## src/logic/vout_pkg.sv

```systemverilog
`default_nettype none

package vout_pkg;

	// --------------------------------------------------
	//  Wishbone bus types
	// --------------------------------------------------

	// Word address, byte address bits 31..2
	typedef logic [31:2] wb_adr_t;
	typedef logic [31:0] wb_dat_t;
	typedef logic [3:0]  wb_sel_t;

	// Host to slave
	typedef struct packed {
		wb_adr_t adr;
		wb_dat_t dat;
		logic    we;
		wb_sel_t sel;
		logic    cyc;
		logic    stb;
	} wb_req_t;

	// Slave to host
	typedef struct packed {
		wb_dat_t dat;
		logic    ack;
	} wb_rsp_t;

	// Address map, page at bits 31..12
	localparam logic [19:0] VIDEO_PAGE = 20'h40010;
	localparam logic [19:0] GPIO_PAGE  = 20'h40021;

	// Register index starts at byte address bit 2
	localparam int REG_INDEX_LSB = 2;

	// GPIO register indexes
	typedef enum logic [1:0] {
		GPIO_DATA      = 2'd0,
		GPIO_DIRECTION = 2'd1
	} gpio_reg_e;

	// Video timing register indexes
	typedef enum logic [1:0] {
		VT_CONTROL  = 2'd0,
		VT_H_ACTIVE = 2'd1,
		VT_V_ACTIVE = 2'd2
	} vtiming_reg_e;

	// --------------------------------------------------
	//  Video types
	// --------------------------------------------------

	typedef logic [11:0] coord_t;

	typedef struct packed {
		logic [7:0] red;
		logic [7:0] green;
		logic [7:0] blue;
	} pixel_t;

	typedef struct packed {
		logic   vsync;
		logic   hsync;
		logic   de;
		pixel_t pixel;
	} video_t;

	// Line and frame phases, in running order
	typedef enum logic [1:0] {
		PH_SYNC   = 2'd0,
		PH_BACK   = 2'd1,
		PH_ACTIVE = 2'd2,
		PH_FRONT  = 2'd3
	} vphase_e;

	// Byte lane merge for register writes
	function automatic wb_dat_t wb_merge(wb_dat_t old_dat, wb_dat_t new_dat, wb_sel_t sel);
		wb_dat_t res;
		for (int i = 0; i < 4; i++) begin
			res[8*i +: 8] = sel[i] ? new_dat[8*i +: 8] : old_dat[8*i +: 8];
		end
		return res;
	endfunction

endpackage

`default_nettype wire

```

## src/logic/wb_addr_decode.sv

```systemverilog
`timescale 1ns/1ps
`default_nettype none

module wb_addr_decode (
	input  wire vout_pkg::wb_req_t wb_req_i,
	output vout_pkg::wb_rsp_t      wb_rsp_o,

	output vout_pkg::wb_req_t      gpio_req_o,
	input  wire vout_pkg::wb_rsp_t gpio_rsp_i,

	output vout_pkg::wb_req_t      video_req_o,
	input  wire vout_pkg::wb_rsp_t video_rsp_i
);

	logic gpio_hit;
	logic video_hit;
	logic host_access;

	// --------------------------------------------------
	//  Slave select
	// --------------------------------------------------

	// Page compare on upper address bits
	assign gpio_hit    = (wb_req_i.adr[31:12] == vout_pkg::GPIO_PAGE);
	assign video_hit   = (wb_req_i.adr[31:12] == vout_pkg::VIDEO_PAGE);
	assign host_access = wb_req_i.cyc & wb_req_i.stb;

	// Same request to both slaves, stb only where the page matches
	always_comb begin
		gpio_req_o      = wb_req_i;
		gpio_req_o.stb  = host_access & gpio_hit;

		video_req_o     = wb_req_i;
		video_req_o.stb = host_access & video_hit;
	end

	// --------------------------------------------------
	//  Response select
	// --------------------------------------------------

	always_comb begin
		if (video_hit) begin
			wb_rsp_o = video_rsp_i;
		end else if (gpio_hit) begin
			wb_rsp_o = gpio_rsp_i;
		end else begin
			// Unmapped page reads zero
			wb_rsp_o.dat = '0;
			// Acked in the same cycle so the host never hangs
			wb_rsp_o.ack = host_access;
		end
	end

endmodule

`default_nettype wire

```

## src/logic/gpio_regs.sv

```systemverilog
`timescale 1ns/1ps
`default_nettype none

module gpio_regs #(
	parameter int                    GPIO_WIDTH     = 4,
	parameter logic [GPIO_WIDTH-1:0] INIT_DIRECTION = '1,
	parameter logic [GPIO_WIDTH-1:0] INIT_OUTPUT    = '0
) (
	input  wire                    clk_i,
	input  wire                    rst_i,

	input  wire vout_pkg::wb_req_t wb_req_i,
	output vout_pkg::wb_rsp_t      wb_rsp_o,

	input  wire [GPIO_WIDTH-1:0]   gpio_i,
	output logic [GPIO_WIDTH-1:0]  gpio_o,
	output logic [GPIO_WIDTH-1:0]  gpio_oe_o
);

	vout_pkg::gpio_reg_e  reg_index;
	vout_pkg::wb_dat_t    merged;
	logic                 access;
	logic                 ack_q;
	logic [GPIO_WIDTH-1:0] pin_state;

	assign reg_index = vout_pkg::gpio_reg_e'(wb_req_i.adr[vout_pkg::REG_INDEX_LSB +: 2]);

	// New access only when not already acking
	assign access = wb_req_i.cyc & wb_req_i.stb & ~ack_q;

	// Old register value under byte selects, per index
	always_comb begin
		case (reg_index)
			vout_pkg::GPIO_DIRECTION:
				merged = vout_pkg::wb_merge(vout_pkg::wb_dat_t'(gpio_oe_o),
				                            wb_req_i.dat, wb_req_i.sel);
			default:
				merged = vout_pkg::wb_merge(vout_pkg::wb_dat_t'(gpio_o),
				                            wb_req_i.dat, wb_req_i.sel);
		endcase
	end

	// --------------------------------------------------
	//  Registers and ack
	// --------------------------------------------------

	always_ff @(posedge clk_i) begin
		if (rst_i) begin
			ack_q     <= 1'b0;
			gpio_o    <= INIT_OUTPUT;
			gpio_oe_o <= INIT_DIRECTION;
		end else begin
			// One cycle ack
			ack_q <= access;
			if (access && wb_req_i.we) begin
				case (reg_index)
					vout_pkg::GPIO_DATA:      gpio_o    <= GPIO_WIDTH'(merged);
					vout_pkg::GPIO_DIRECTION: gpio_oe_o <= GPIO_WIDTH'(merged);
					default: ;
				endcase
			end
		end
	end

	// Driven bits read back the output register, inputs read the pin
	assign pin_state = (gpio_o & gpio_oe_o) | (gpio_i & ~gpio_oe_o);

	// Readback, held stable by the host while ack is high
	always_comb begin
		case (reg_index)
			vout_pkg::GPIO_DATA:      wb_rsp_o.dat = vout_pkg::wb_dat_t'(pin_state);
			vout_pkg::GPIO_DIRECTION: wb_rsp_o.dat = vout_pkg::wb_dat_t'(gpio_oe_o);
			default:                  wb_rsp_o.dat = '0;
		endcase
		wb_rsp_o.ack = ack_q;
	end

endmodule

`default_nettype wire

```

## src/logic/vtiming_regs.sv

```systemverilog
`timescale 1ns/1ps
`default_nettype none

module vtiming_regs #(
	parameter vout_pkg::coord_t INIT_H_ACTIVE = 12'd640,
	parameter vout_pkg::coord_t INIT_V_ACTIVE = 12'd480
) (
	input  wire                    clk_i,
	input  wire                    rst_i,

	input  wire vout_pkg::wb_req_t wb_req_i,
	output vout_pkg::wb_rsp_t      wb_rsp_o,

	output logic                   enable_o,
	output vout_pkg::coord_t       h_active_o,
	output vout_pkg::coord_t       v_active_o
);

	vout_pkg::vtiming_reg_e reg_index;
	vout_pkg::wb_dat_t      cur_dat;
	vout_pkg::wb_dat_t      merged;
	logic                   access;
	logic                   ack_q;

	assign reg_index = vout_pkg::vtiming_reg_e'(wb_req_i.adr[vout_pkg::REG_INDEX_LSB +: 2]);
	assign access    = wb_req_i.cyc & wb_req_i.stb & ~ack_q;

	// Current value of the addressed register
	always_comb begin
		case (reg_index)
			vout_pkg::VT_CONTROL:  cur_dat = vout_pkg::wb_dat_t'(enable_o);
			vout_pkg::VT_H_ACTIVE: cur_dat = vout_pkg::wb_dat_t'(h_active_o);
			vout_pkg::VT_V_ACTIVE: cur_dat = vout_pkg::wb_dat_t'(v_active_o);
			default:               cur_dat = '0;
		endcase
	end

	assign merged = vout_pkg::wb_merge(cur_dat, wb_req_i.dat, wb_req_i.sel);

	// --------------------------------------------------
	//  Control, width and height
	// --------------------------------------------------

	always_ff @(posedge clk_i) begin
		if (rst_i) begin
			ack_q      <= 1'b0;
			enable_o   <= 1'b0;
			h_active_o <= INIT_H_ACTIVE;
			v_active_o <= INIT_V_ACTIVE;
		end else begin
			ack_q <= access;
			if (access && wb_req_i.we) begin
				case (reg_index)
					// Bit 0 is the generator enable
					vout_pkg::VT_CONTROL:  enable_o   <= merged[0];
					vout_pkg::VT_H_ACTIVE: h_active_o <= vout_pkg::coord_t'(merged);
					vout_pkg::VT_V_ACTIVE: v_active_o <= vout_pkg::coord_t'(merged);
					default: ;
				endcase
			end
		end
	end

	assign wb_rsp_o.dat = cur_dat;
	assign wb_rsp_o.ack = ack_q;

endmodule

`default_nettype wire

```

## src/logic/vtiming_gen.sv

```systemverilog
`timescale 1ns/1ps
`default_nettype none

module vtiming_gen #(
	parameter int H_SYNC  = 96,
	parameter int H_BACK  = 48,
	parameter int H_FRONT = 16,
	parameter int V_SYNC  = 2,
	parameter int V_BACK  = 33,
	parameter int V_FRONT = 10
) (
	input  wire                   clk_i,
	input  wire                   rst_i,

	input  wire                   enable_i,
	input  wire vout_pkg::coord_t h_active_i,
	input  wire vout_pkg::coord_t v_active_i,

	output vout_pkg::video_t      video_o
);

	vout_pkg::vphase_e h_phase;
	vout_pkg::vphase_e v_phase;
	vout_pkg::coord_t  h_cnt;
	vout_pkg::coord_t  v_cnt;
	vout_pkg::coord_t  h_size;
	vout_pkg::coord_t  v_size;
	vout_pkg::coord_t  h_len;
	vout_pkg::coord_t  v_len;
	logic              h_last;
	logic              v_last;
	logic              line_end;
	logic              frame_end;
	logic              active;

	// Length of a phase in cycles or lines
	function automatic vout_pkg::coord_t phase_len(vout_pkg::vphase_e ph, int sync_len,
	                                               int back_len, vout_pkg::coord_t act_len,
	                                               int front_len);
		case (ph)
			vout_pkg::PH_SYNC:   return vout_pkg::coord_t'(sync_len);
			vout_pkg::PH_BACK:   return vout_pkg::coord_t'(back_len);
			vout_pkg::PH_ACTIVE: return act_len;
			default:             return vout_pkg::coord_t'(front_len);
		endcase
	endfunction

	// Sync, back porch, active, front porch, then around again
	function automatic vout_pkg::vphase_e phase_next(vout_pkg::vphase_e ph);
		return vout_pkg::vphase_e'(ph + 2'd1);
	endfunction

	assign h_len = phase_len(h_phase, H_SYNC, H_BACK, h_size, H_FRONT);
	assign v_len = phase_len(v_phase, V_SYNC, V_BACK, v_size, V_FRONT);

	// A zero length phase still takes one step
	assign h_last    = (h_cnt + 1'b1) >= h_len;
	assign v_last    = (v_cnt + 1'b1) >= v_len;
	assign line_end  = h_last & (h_phase == vout_pkg::PH_FRONT);
	assign frame_end = line_end & v_last & (v_phase == vout_pkg::PH_FRONT);
	assign active    = (h_phase == vout_pkg::PH_ACTIVE) & (v_phase == vout_pkg::PH_ACTIVE);

	// --------------------------------------------------
	//  Phase counters
	// --------------------------------------------------

	always_ff @(posedge clk_i) begin
		if (rst_i || !enable_i) begin
			// Parked at frame start, sizes follow the registers
			h_phase <= vout_pkg::PH_SYNC;
			v_phase <= vout_pkg::PH_SYNC;
			h_cnt   <= '0;
			v_cnt   <= '0;
			h_size  <= h_active_i;
			v_size  <= v_active_i;
		end else begin
			if (h_last) begin
				h_cnt   <= '0;
				h_phase <= phase_next(h_phase);
			end else begin
				h_cnt <= h_cnt + 1'b1;
			end

			// Vertical steps once per line
			if (line_end) begin
				if (v_last) begin
					v_cnt   <= '0;
					v_phase <= phase_next(v_phase);
				end else begin
					v_cnt <= v_cnt + 1'b1;
				end
			end

			// New sizes only between frames
			if (frame_end) begin
				h_size <= h_active_i;
				v_size <= v_active_i;
			end
		end
	end

	// --------------------------------------------------
	//  Registered output
	// --------------------------------------------------

	always_ff @(posedge clk_i) begin
		if (rst_i || !enable_i) begin
			video_o <= '0;
		end else begin
			video_o.hsync <= (h_phase == vout_pkg::PH_SYNC);
			// Whole lines of vertical sync
			video_o.vsync <= (v_phase == vout_pkg::PH_SYNC);
			video_o.de    <= active;
			if (active) begin
				// Counters inside the active phase are x and y
				video_o.pixel.red   <= h_cnt[7:0];
				video_o.pixel.green <= v_cnt[7:0];
				video_o.pixel.blue  <= h_cnt[7:0] ^ v_cnt[7:0];
			end else begin
				video_o.pixel <= '0;
			end
		end
	end

endmodule

`default_nettype wire

```

## src/logic/vout_top.sv

```systemverilog
`timescale 1ns/1ps
`default_nettype none

module vout_top #(
	parameter int                    GPIO_WIDTH     = 4,
	parameter logic [GPIO_WIDTH-1:0] INIT_DIRECTION = 4'b1111,
	parameter logic [GPIO_WIDTH-1:0] INIT_OUTPUT    = 4'b0101,
	parameter vout_pkg::coord_t      INIT_H_ACTIVE  = 12'd8,
	parameter vout_pkg::coord_t      INIT_V_ACTIVE  = 12'd4,
	parameter int                    H_SYNC         = 4,
	parameter int                    H_BACK         = 3,
	parameter int                    H_FRONT        = 2,
	parameter int                    V_SYNC         = 1,
	parameter int                    V_BACK         = 1,
	parameter int                    V_FRONT        = 1
) (
	input  wire                    clk_i,
	input  wire                    rst_i,

	input  wire vout_pkg::wb_req_t wb_req_i,
	output vout_pkg::wb_rsp_t      wb_rsp_o,

	input  wire [GPIO_WIDTH-1:0]   gpio_i,
	output wire [GPIO_WIDTH-1:0]   gpio_o,
	output wire [GPIO_WIDTH-1:0]   gpio_oe_o,

	output vout_pkg::video_t       video_o
);

	wire vout_pkg::wb_req_t gpio_req;
	wire vout_pkg::wb_rsp_t gpio_rsp;
	wire vout_pkg::wb_req_t video_req;
	wire vout_pkg::wb_rsp_t video_rsp;

	wire                    enable;
	wire vout_pkg::coord_t  h_active;
	wire vout_pkg::coord_t  v_active;

	// --------------------------------------------------
	//  Bus side
	// --------------------------------------------------

	wb_addr_decode u_decode (
		.wb_req_i    (wb_req_i),
		.wb_rsp_o    (wb_rsp_o),
		.gpio_req_o  (gpio_req),
		.gpio_rsp_i  (gpio_rsp),
		.video_req_o (video_req),
		.video_rsp_i (video_rsp)
	);

	gpio_regs #(
		.GPIO_WIDTH     (GPIO_WIDTH),
		.INIT_DIRECTION (INIT_DIRECTION),
		.INIT_OUTPUT    (INIT_OUTPUT)
	) u_gpio (
		.clk_i     (clk_i),
		.rst_i     (rst_i),
		.wb_req_i  (gpio_req),
		.wb_rsp_o  (gpio_rsp),
		.gpio_i    (gpio_i),
		.gpio_o    (gpio_o),
		.gpio_oe_o (gpio_oe_o)
	);

	vtiming_regs #(
		.INIT_H_ACTIVE (INIT_H_ACTIVE),
		.INIT_V_ACTIVE (INIT_V_ACTIVE)
	) u_vregs (
		.clk_i      (clk_i),
		.rst_i      (rst_i),
		.wb_req_i   (video_req),
		.wb_rsp_o   (video_rsp),
		.enable_o   (enable),
		.h_active_o (h_active),
		.v_active_o (v_active)
	);

	// Video timing and test pattern
	vtiming_gen #(
		.H_SYNC  (H_SYNC),
		.H_BACK  (H_BACK),
		.H_FRONT (H_FRONT),
		.V_SYNC  (V_SYNC),
		.V_BACK  (V_BACK),
		.V_FRONT (V_FRONT)
	) u_vgen (
		.clk_i      (clk_i),
		.rst_i      (rst_i),
		.enable_i   (enable),
		.h_active_i (h_active),
		.v_active_i (v_active),
		.video_o    (video_o)
	);

endmodule

`default_nettype wire

```

## config.mk

```make
export PLATFORM = sky130hd
export DESIGN_NAME = vout_top
export DESIGN_NICKNAME = d
export VERILOG_FILES = /design/src/logic/vout_pkg.sv /design/src/logic/wb_addr_decode.sv /design/src/logic/gpio_regs.sv /design/src/logic/vtiming_regs.sv /design/src/logic/vtiming_gen.sv /design/src/logic/vout_top.sv
export SDC_FILE = /design/constraint.sdc
export NUM_CORES = 1
export LEC_CHECK = 0
export BUFFER_PORTS_ARGS = -buffer_cell sky130_fd_sc_hd__buf_2
export CAP_MARGIN = 20
export CELL_PAD_IN_SITES_DETAIL_PLACEMENT = 0
export CELL_PAD_IN_SITES_GLOBAL_PLACEMENT = 1
export CORE_ASPECT_RATIO = 0.5
export CORE_MARGIN = 5
export CORE_UTILIZATION = 43
export CTS_CLUSTER_DIAMETER = 100
export DETAILED_ROUTE_END_ITERATION = 6
export PLACE_DENSITY_LB_ADDON = 0.1
export REMOVE_ABC_BUFFERS = 1
export SLEW_MARGIN = 20
export SYNTH_ARGS = -nofsm -noshare
export SYNTH_HDL_FRONTEND = slang
export SYNTH_HIERARCHICAL = 1
export SYNTH_SLANG_ARGS = --single-unit
```

## constraint.sdc

```tcl
create_clock -name clk_i -period 4 [get_ports clk_i]
set_input_delay 1.2 -clock clk_i [delete_from_list [all_inputs] [get_ports clk_i]]
set_output_delay 1.2 -clock clk_i [all_outputs]
set_load 0.01 [all_outputs]
```

# [Word level (Yosys, flattened, before mapping)]
# Cells that the tools add are included.
# Widths: inputs -> output; s select.
[classes] add_sub_neg=4 multipliers=0 n_div=0 magnitude_cmp=2 n_eq_ne=9 shift=0 muxes=16 bitwise_logic=19 reduce_logical=16
[op_table] cell="$mux 12" n=6
[op_table] cell="$pmux 12 s3" n=2
[op_table] cell="$mux 33" n=2
[op_table] cell="$eq 20x19->1 const B" n=2
[op_table] cell="$add 12x1->12 const B" n=2
[op_table] cell="$ge 12x12->1" n=2
[op_table] cell="$mux 4" n=4
[op_table] cell="$reduce_and 2->1" n=6
[op_table] cell="$and 1x1->1" n=11
[op_table] cell="$eq 2x2->1 const B" n=5
[op_table] cell="$and 4x4->4" n=2
[op_table] cell="$mux 8" n=1
[op_table] cell="$pmux 4 s2" n=1
[op_table] cell="$xor 8x8->8" n=1
[op_table] cell="$logic_not 2->1" n=3
[op_table] cell="$add 2x1->2 const B" n=2
[op_table] cell="$eq 2x1->1 const B" n=2
[op_table] cell="$not 4->4" n=1
[op_table] cell="$or 4x4->4" n=1
[op_table] cell="$reduce_or 2->1" n=2
[op_table] cell="$not 1->1" n=3
[op_table] cell="$logic_and 1x1->1" n=2
[op_table] cell="$reduce_bool 2->1" n=1
[op_table] cell="$logic_not 1->1" n=1
[op_table] cell="$logic_or 1x1->1" n=1
[word_totals] reg_bits=114 latchBits=0 mem_bits_rw=0 mem_bits_ro=0 in_bits=75 out_inout_bits=68 wordCells=85 mem_count=0

# [Depth between registers and ports, before layout]
[logic_depth] depth_word=8 ltp_mapped=13 mapped_depth_nobuf=12

# [Hierarchy]
# The synthesis kept the hierarchy.
[modules_own_cells] module="vtiming_gen" n_inst=1 cells_per_inst=326 area_per_inst_um2=3578.4 seq_area_each_um2=1821.7
[modules_own_cells] module="vtiming_regs" n_inst=1 cells_per_inst=177 area_per_inst_um2=1606.5 seq_area_each_um2=520.5
[modules_own_cells] module="wb_addr_decode" n_inst=1 cells_per_inst=191 area_per_inst_um2=1566.5 seq_area_each_um2=0.0
[modules_own_cells] module="gpio_regs" n_inst=1 cells_per_inst=96 area_per_inst_um2=774.5 seq_area_each_um2=180.2

# [Worst setup path before layout]
# OpenSTA, ideal clock, no wires.
[synth_path] kind="in2out" start="input wb_req_i[39] (netlist name)" end="output wb_rsp_o[10] (netlist name)" arrival_ns=2.297 required_ns=2.800 setup_slack_ns=0.503 cell_stages=7 path_buffers=4 path_cell_list="buf_4 nor2b_1 buf_4 buf_6 buf_4 a22o_1 a22o_1"
[synth_lines] element="start, declared" line_no="vout_top.sv:20" text="input wire vout_pkg::wb_req_t wb_req_i,"
[synth_lines] element="end, declared" line_no="vout_top.sv:21" text="output vout_pkg::wb_rsp_t wb_rsp_o,"

==> flow_metrics.py <==
metrics = {
    "final_layout": {
        "fin_nets": 851,
        "final_common_cell": "buf_2",
        "layout-drive-gt1-share_pct": 24.8,
        "antenna_cells": 0,
        "nFillCells": 1470,
        "final_cell_mix": "92 x buf_2, 90 x dfxtp_1, 56 x nand2_1",
        "area_delta_synth_final_pct": 12.3,
    },
    "critical_path": {
        "critPathMaxStageDelay_ns": 0.32,
        "worstSetupStartpointType": "primary input",
        "reg2reg_slack_ns": 0.64,
        "cp.buffers_inverters": 3,
        "path_cells": "buf_2, nor4_4, nand4_4, nor2_4, buf_12, a22o_1, buf_2",
        "crit_family": "simple AND/OR/NAND/NOR gates",
        "cp-endpoint": "wb_rsp_o[7]",
        "cp.depth": 7,
        "rr_endpoint": "u_vgen/v_size[9]$_DFFE_PP_",
        "worst_ep_arrival_time_ns": 2.50,
        "crit_start": "wb_req_i[60]",
        "ff2ff_path_depth": 11,
        "cp_max_fo": 32,
        "critPathCaptureType": "primary output",
        "reg2reg_from": "u_vgen/v_cnt[0]$_SDFFE_PP0P_",
        "slowest_stage": "nor4_4",
        "worstSetupPathType": "in2out",
        "cp_common_cell": "buf_2",
        "cp_data_required_time_ns": 2.80,
    },
    "global_routing": {
        "grt_max_degree": 33,
        "grt_pass1_vias": 4727,
        "grt_pass1_wl_um": 25000,
        "track_usage_pct": 16.7,
        "grt_overflow_total": 0,
        "grt_antenna_before_repair": 1,
    },
    "detailed_routing": {
        "wl_per_cell_um": 16.1,
        "routed_wl_um": 15400,
        "ant_nets": 0,
        "vias_per_cell": 5.05,
        "first_iter_violations": 218,
        "via_count": 4849,
        "first_pass_iters": 4,
        "drc": 0,
    },
    "cts": {
        "numCtsBuffers": 17,
        "path_clk_slew_ns": 0.06,
        "cts_tree": "done",
        "cts_root_buf": "clkbuf_16",
        "cts-resized-gates": 0,
        "cts_buffer_depth": 2,
        "cts_sinks": 114,
        "post-cts-setup-buffers": 0,
        "cts-htree-levels": 4,
        "insertion_delay_ns": 0.41,
        "cts.hold.buffers_added": 0,
    },
    "die": {
        "die_width_um": 187,
        "die-area_mm2": 0.0183,
        "io_pins": 143,
        "rows": 32,
        "start_util_pct": 43.7,
        "core_area_mm2": 0.0153,
        "die_y_um": 98.3,
    },
    "sta": {
        "hold_viol_final": 0,
        "fmax_mhz": 270,
        "worstMarginPinSlew_ns": 0.648,
        "drv_slew": 0,
        "fin_crit_ns": 3.70,
        "min_period_over_period_pct": 92.5,
        "skew_ns": 0.0117,
        "setup_violations": 0,
        "setup_ws_ns": 0.300,
        "slew_headroom_pct": 56.6,
        "setup_tns_ns": 0,
        "rsz0062_at_grt": "false",
        "timing.hold.ws_ns": 0.465,
    },
    "place": {
        "place.gp.congestion": 0.782,
        "post-place-ws_ns": 0.264,
        "dp_hpwl_um": 11300,
        "io_buffers": 92,
    },
    "logic_synthesis": {
        "netlist_area_mm2": 0.00671,
        "ys_warn_count": 6,
        "synthCells": 681,
        "synth_area_per_cell_um2": 9.85,
    },
    "job": {
        "drv_cap": 0,
    },
    "outcome": {
        "run_status": "completed",
    },
    "power": {
        "p_leak_nw": 3.21,
        "peakVddDrop_mv": 0.270,
        "p_per_area_mw_per_mm2": 364,
    },
    "hold_path": {
        "holdCritPathClass": "reg2reg",
    },
}
power by group:
group / leakage [nW] / internal (W) / switching (W)
Sequential: 1.01 / 0.00117 / 0.0000000000149
Combinational: 1.90 / 0.0000422 / 0.0000658
Clock: 0.298 / 0.000951 / 0.000512
Total: 3.21 / 0.00216 / 0.000578
flip-flops by register name, summed over array words and instances, names as in the netlist, 4 cells and up:
signal / cells
u_vgen/video_o: 27
u_vgen/h_cnt: 12
u_vgen/h_size: 12
u_vgen/v_cnt: 12
u_vgen/v_size: 12
u_vregs/h_active_o: 12
u_vregs/v_active_o: 12
u_gpio/gpio_o: 4
u_gpio/gpio_oe_o: 4
per-stage QoR:
| stage | instance area [um2] | util, % | power, W | cells |
|---|---|---|---|---|
| finish | 7530 | 49.1 | 0.00274 | 961 |
| CTS | 7530 | 49.1 | 0.00277 | 961 |
| floorplan | 6060 | - | 0.00124 | 614 |
| global route | 7530 | 49.1 | 0.00284 | 961 |
| detailed placement | 6950 | 45.3 | 0.00130 | 929 |
| global placement | 6950 | 45.3 | 0.00130 | 929 |
worst min-delay path by stage:
stage                                             from                    endpoint  slack, ns  depth (start not counted)
floorplan                     u_vregs/ack_q$_SDFF_PP0_    u_vregs/ack_q$_SDFF_PP0_       0.43                          1
global placement               u_gpio/ack_q$_SDFF_PP0_     u_gpio/ack_q$_SDFF_PP0_       0.46                          1
detailed placement  u_vregs/v_active_o[0]$_SDFFE_PP0P_  u_vgen/v_size[0]$_DFFE_PP_       0.46                          0
CTS                            u_gpio/ack_q$_SDFF_PP0_     u_gpio/ack_q$_SDFF_PP0_       0.47                          1
global route        u_vregs/v_active_o[0]$_SDFFE_PP0P_  u_vgen/v_size[0]$_DFFE_PP_       0.49                          0
finish                         u_gpio/ack_q$_SDFF_PP0_     u_gpio/ack_q$_SDFF_PP0_       0.46                          1
worst register-to-register path, stage by stage (launching register included):
cell and delay, ns:
dfxtp_1 0.53, ha_1 0.28, and3_1 0.26, and3_1 0.26, nand3_1 0.11, xnor2_1 0.17
ha_1 0.31, nand4_1 0.10, o21ai_0 0.49, nand3_1 0.14, nand2_1 0.09, buf_4 0.28
cell type report:
cell class	instances	area, um2	area share, %
Multi-Input combinational cell	488	3500	46.4
Sequential cell	114	2520	33.5
Timing Repair Buffer	111	628	8.34
Clock buffer	23	509	6.76
Tap cell	204	255	3.39
Clock inverter	9	75.1	0.997
Inverter	12	45.0	0.598
layer usage:
metal | share of wire, % | global-route usage, % | wire [um] | vias to the layer above
li1 | - | - | - | 2488
met2 | 41 | 24.5 | 6280 | 146
met1 | 51 | 23.3 | 7920 | 2202
met4 | 0.88 | 4.64 | 136 | 2
met3 | 7.0 | 6.18 | 1080 | 11
met5 | 0.045 | 0 | 7 | -
No activity file was read; power rests on OpenSTA's default activity.
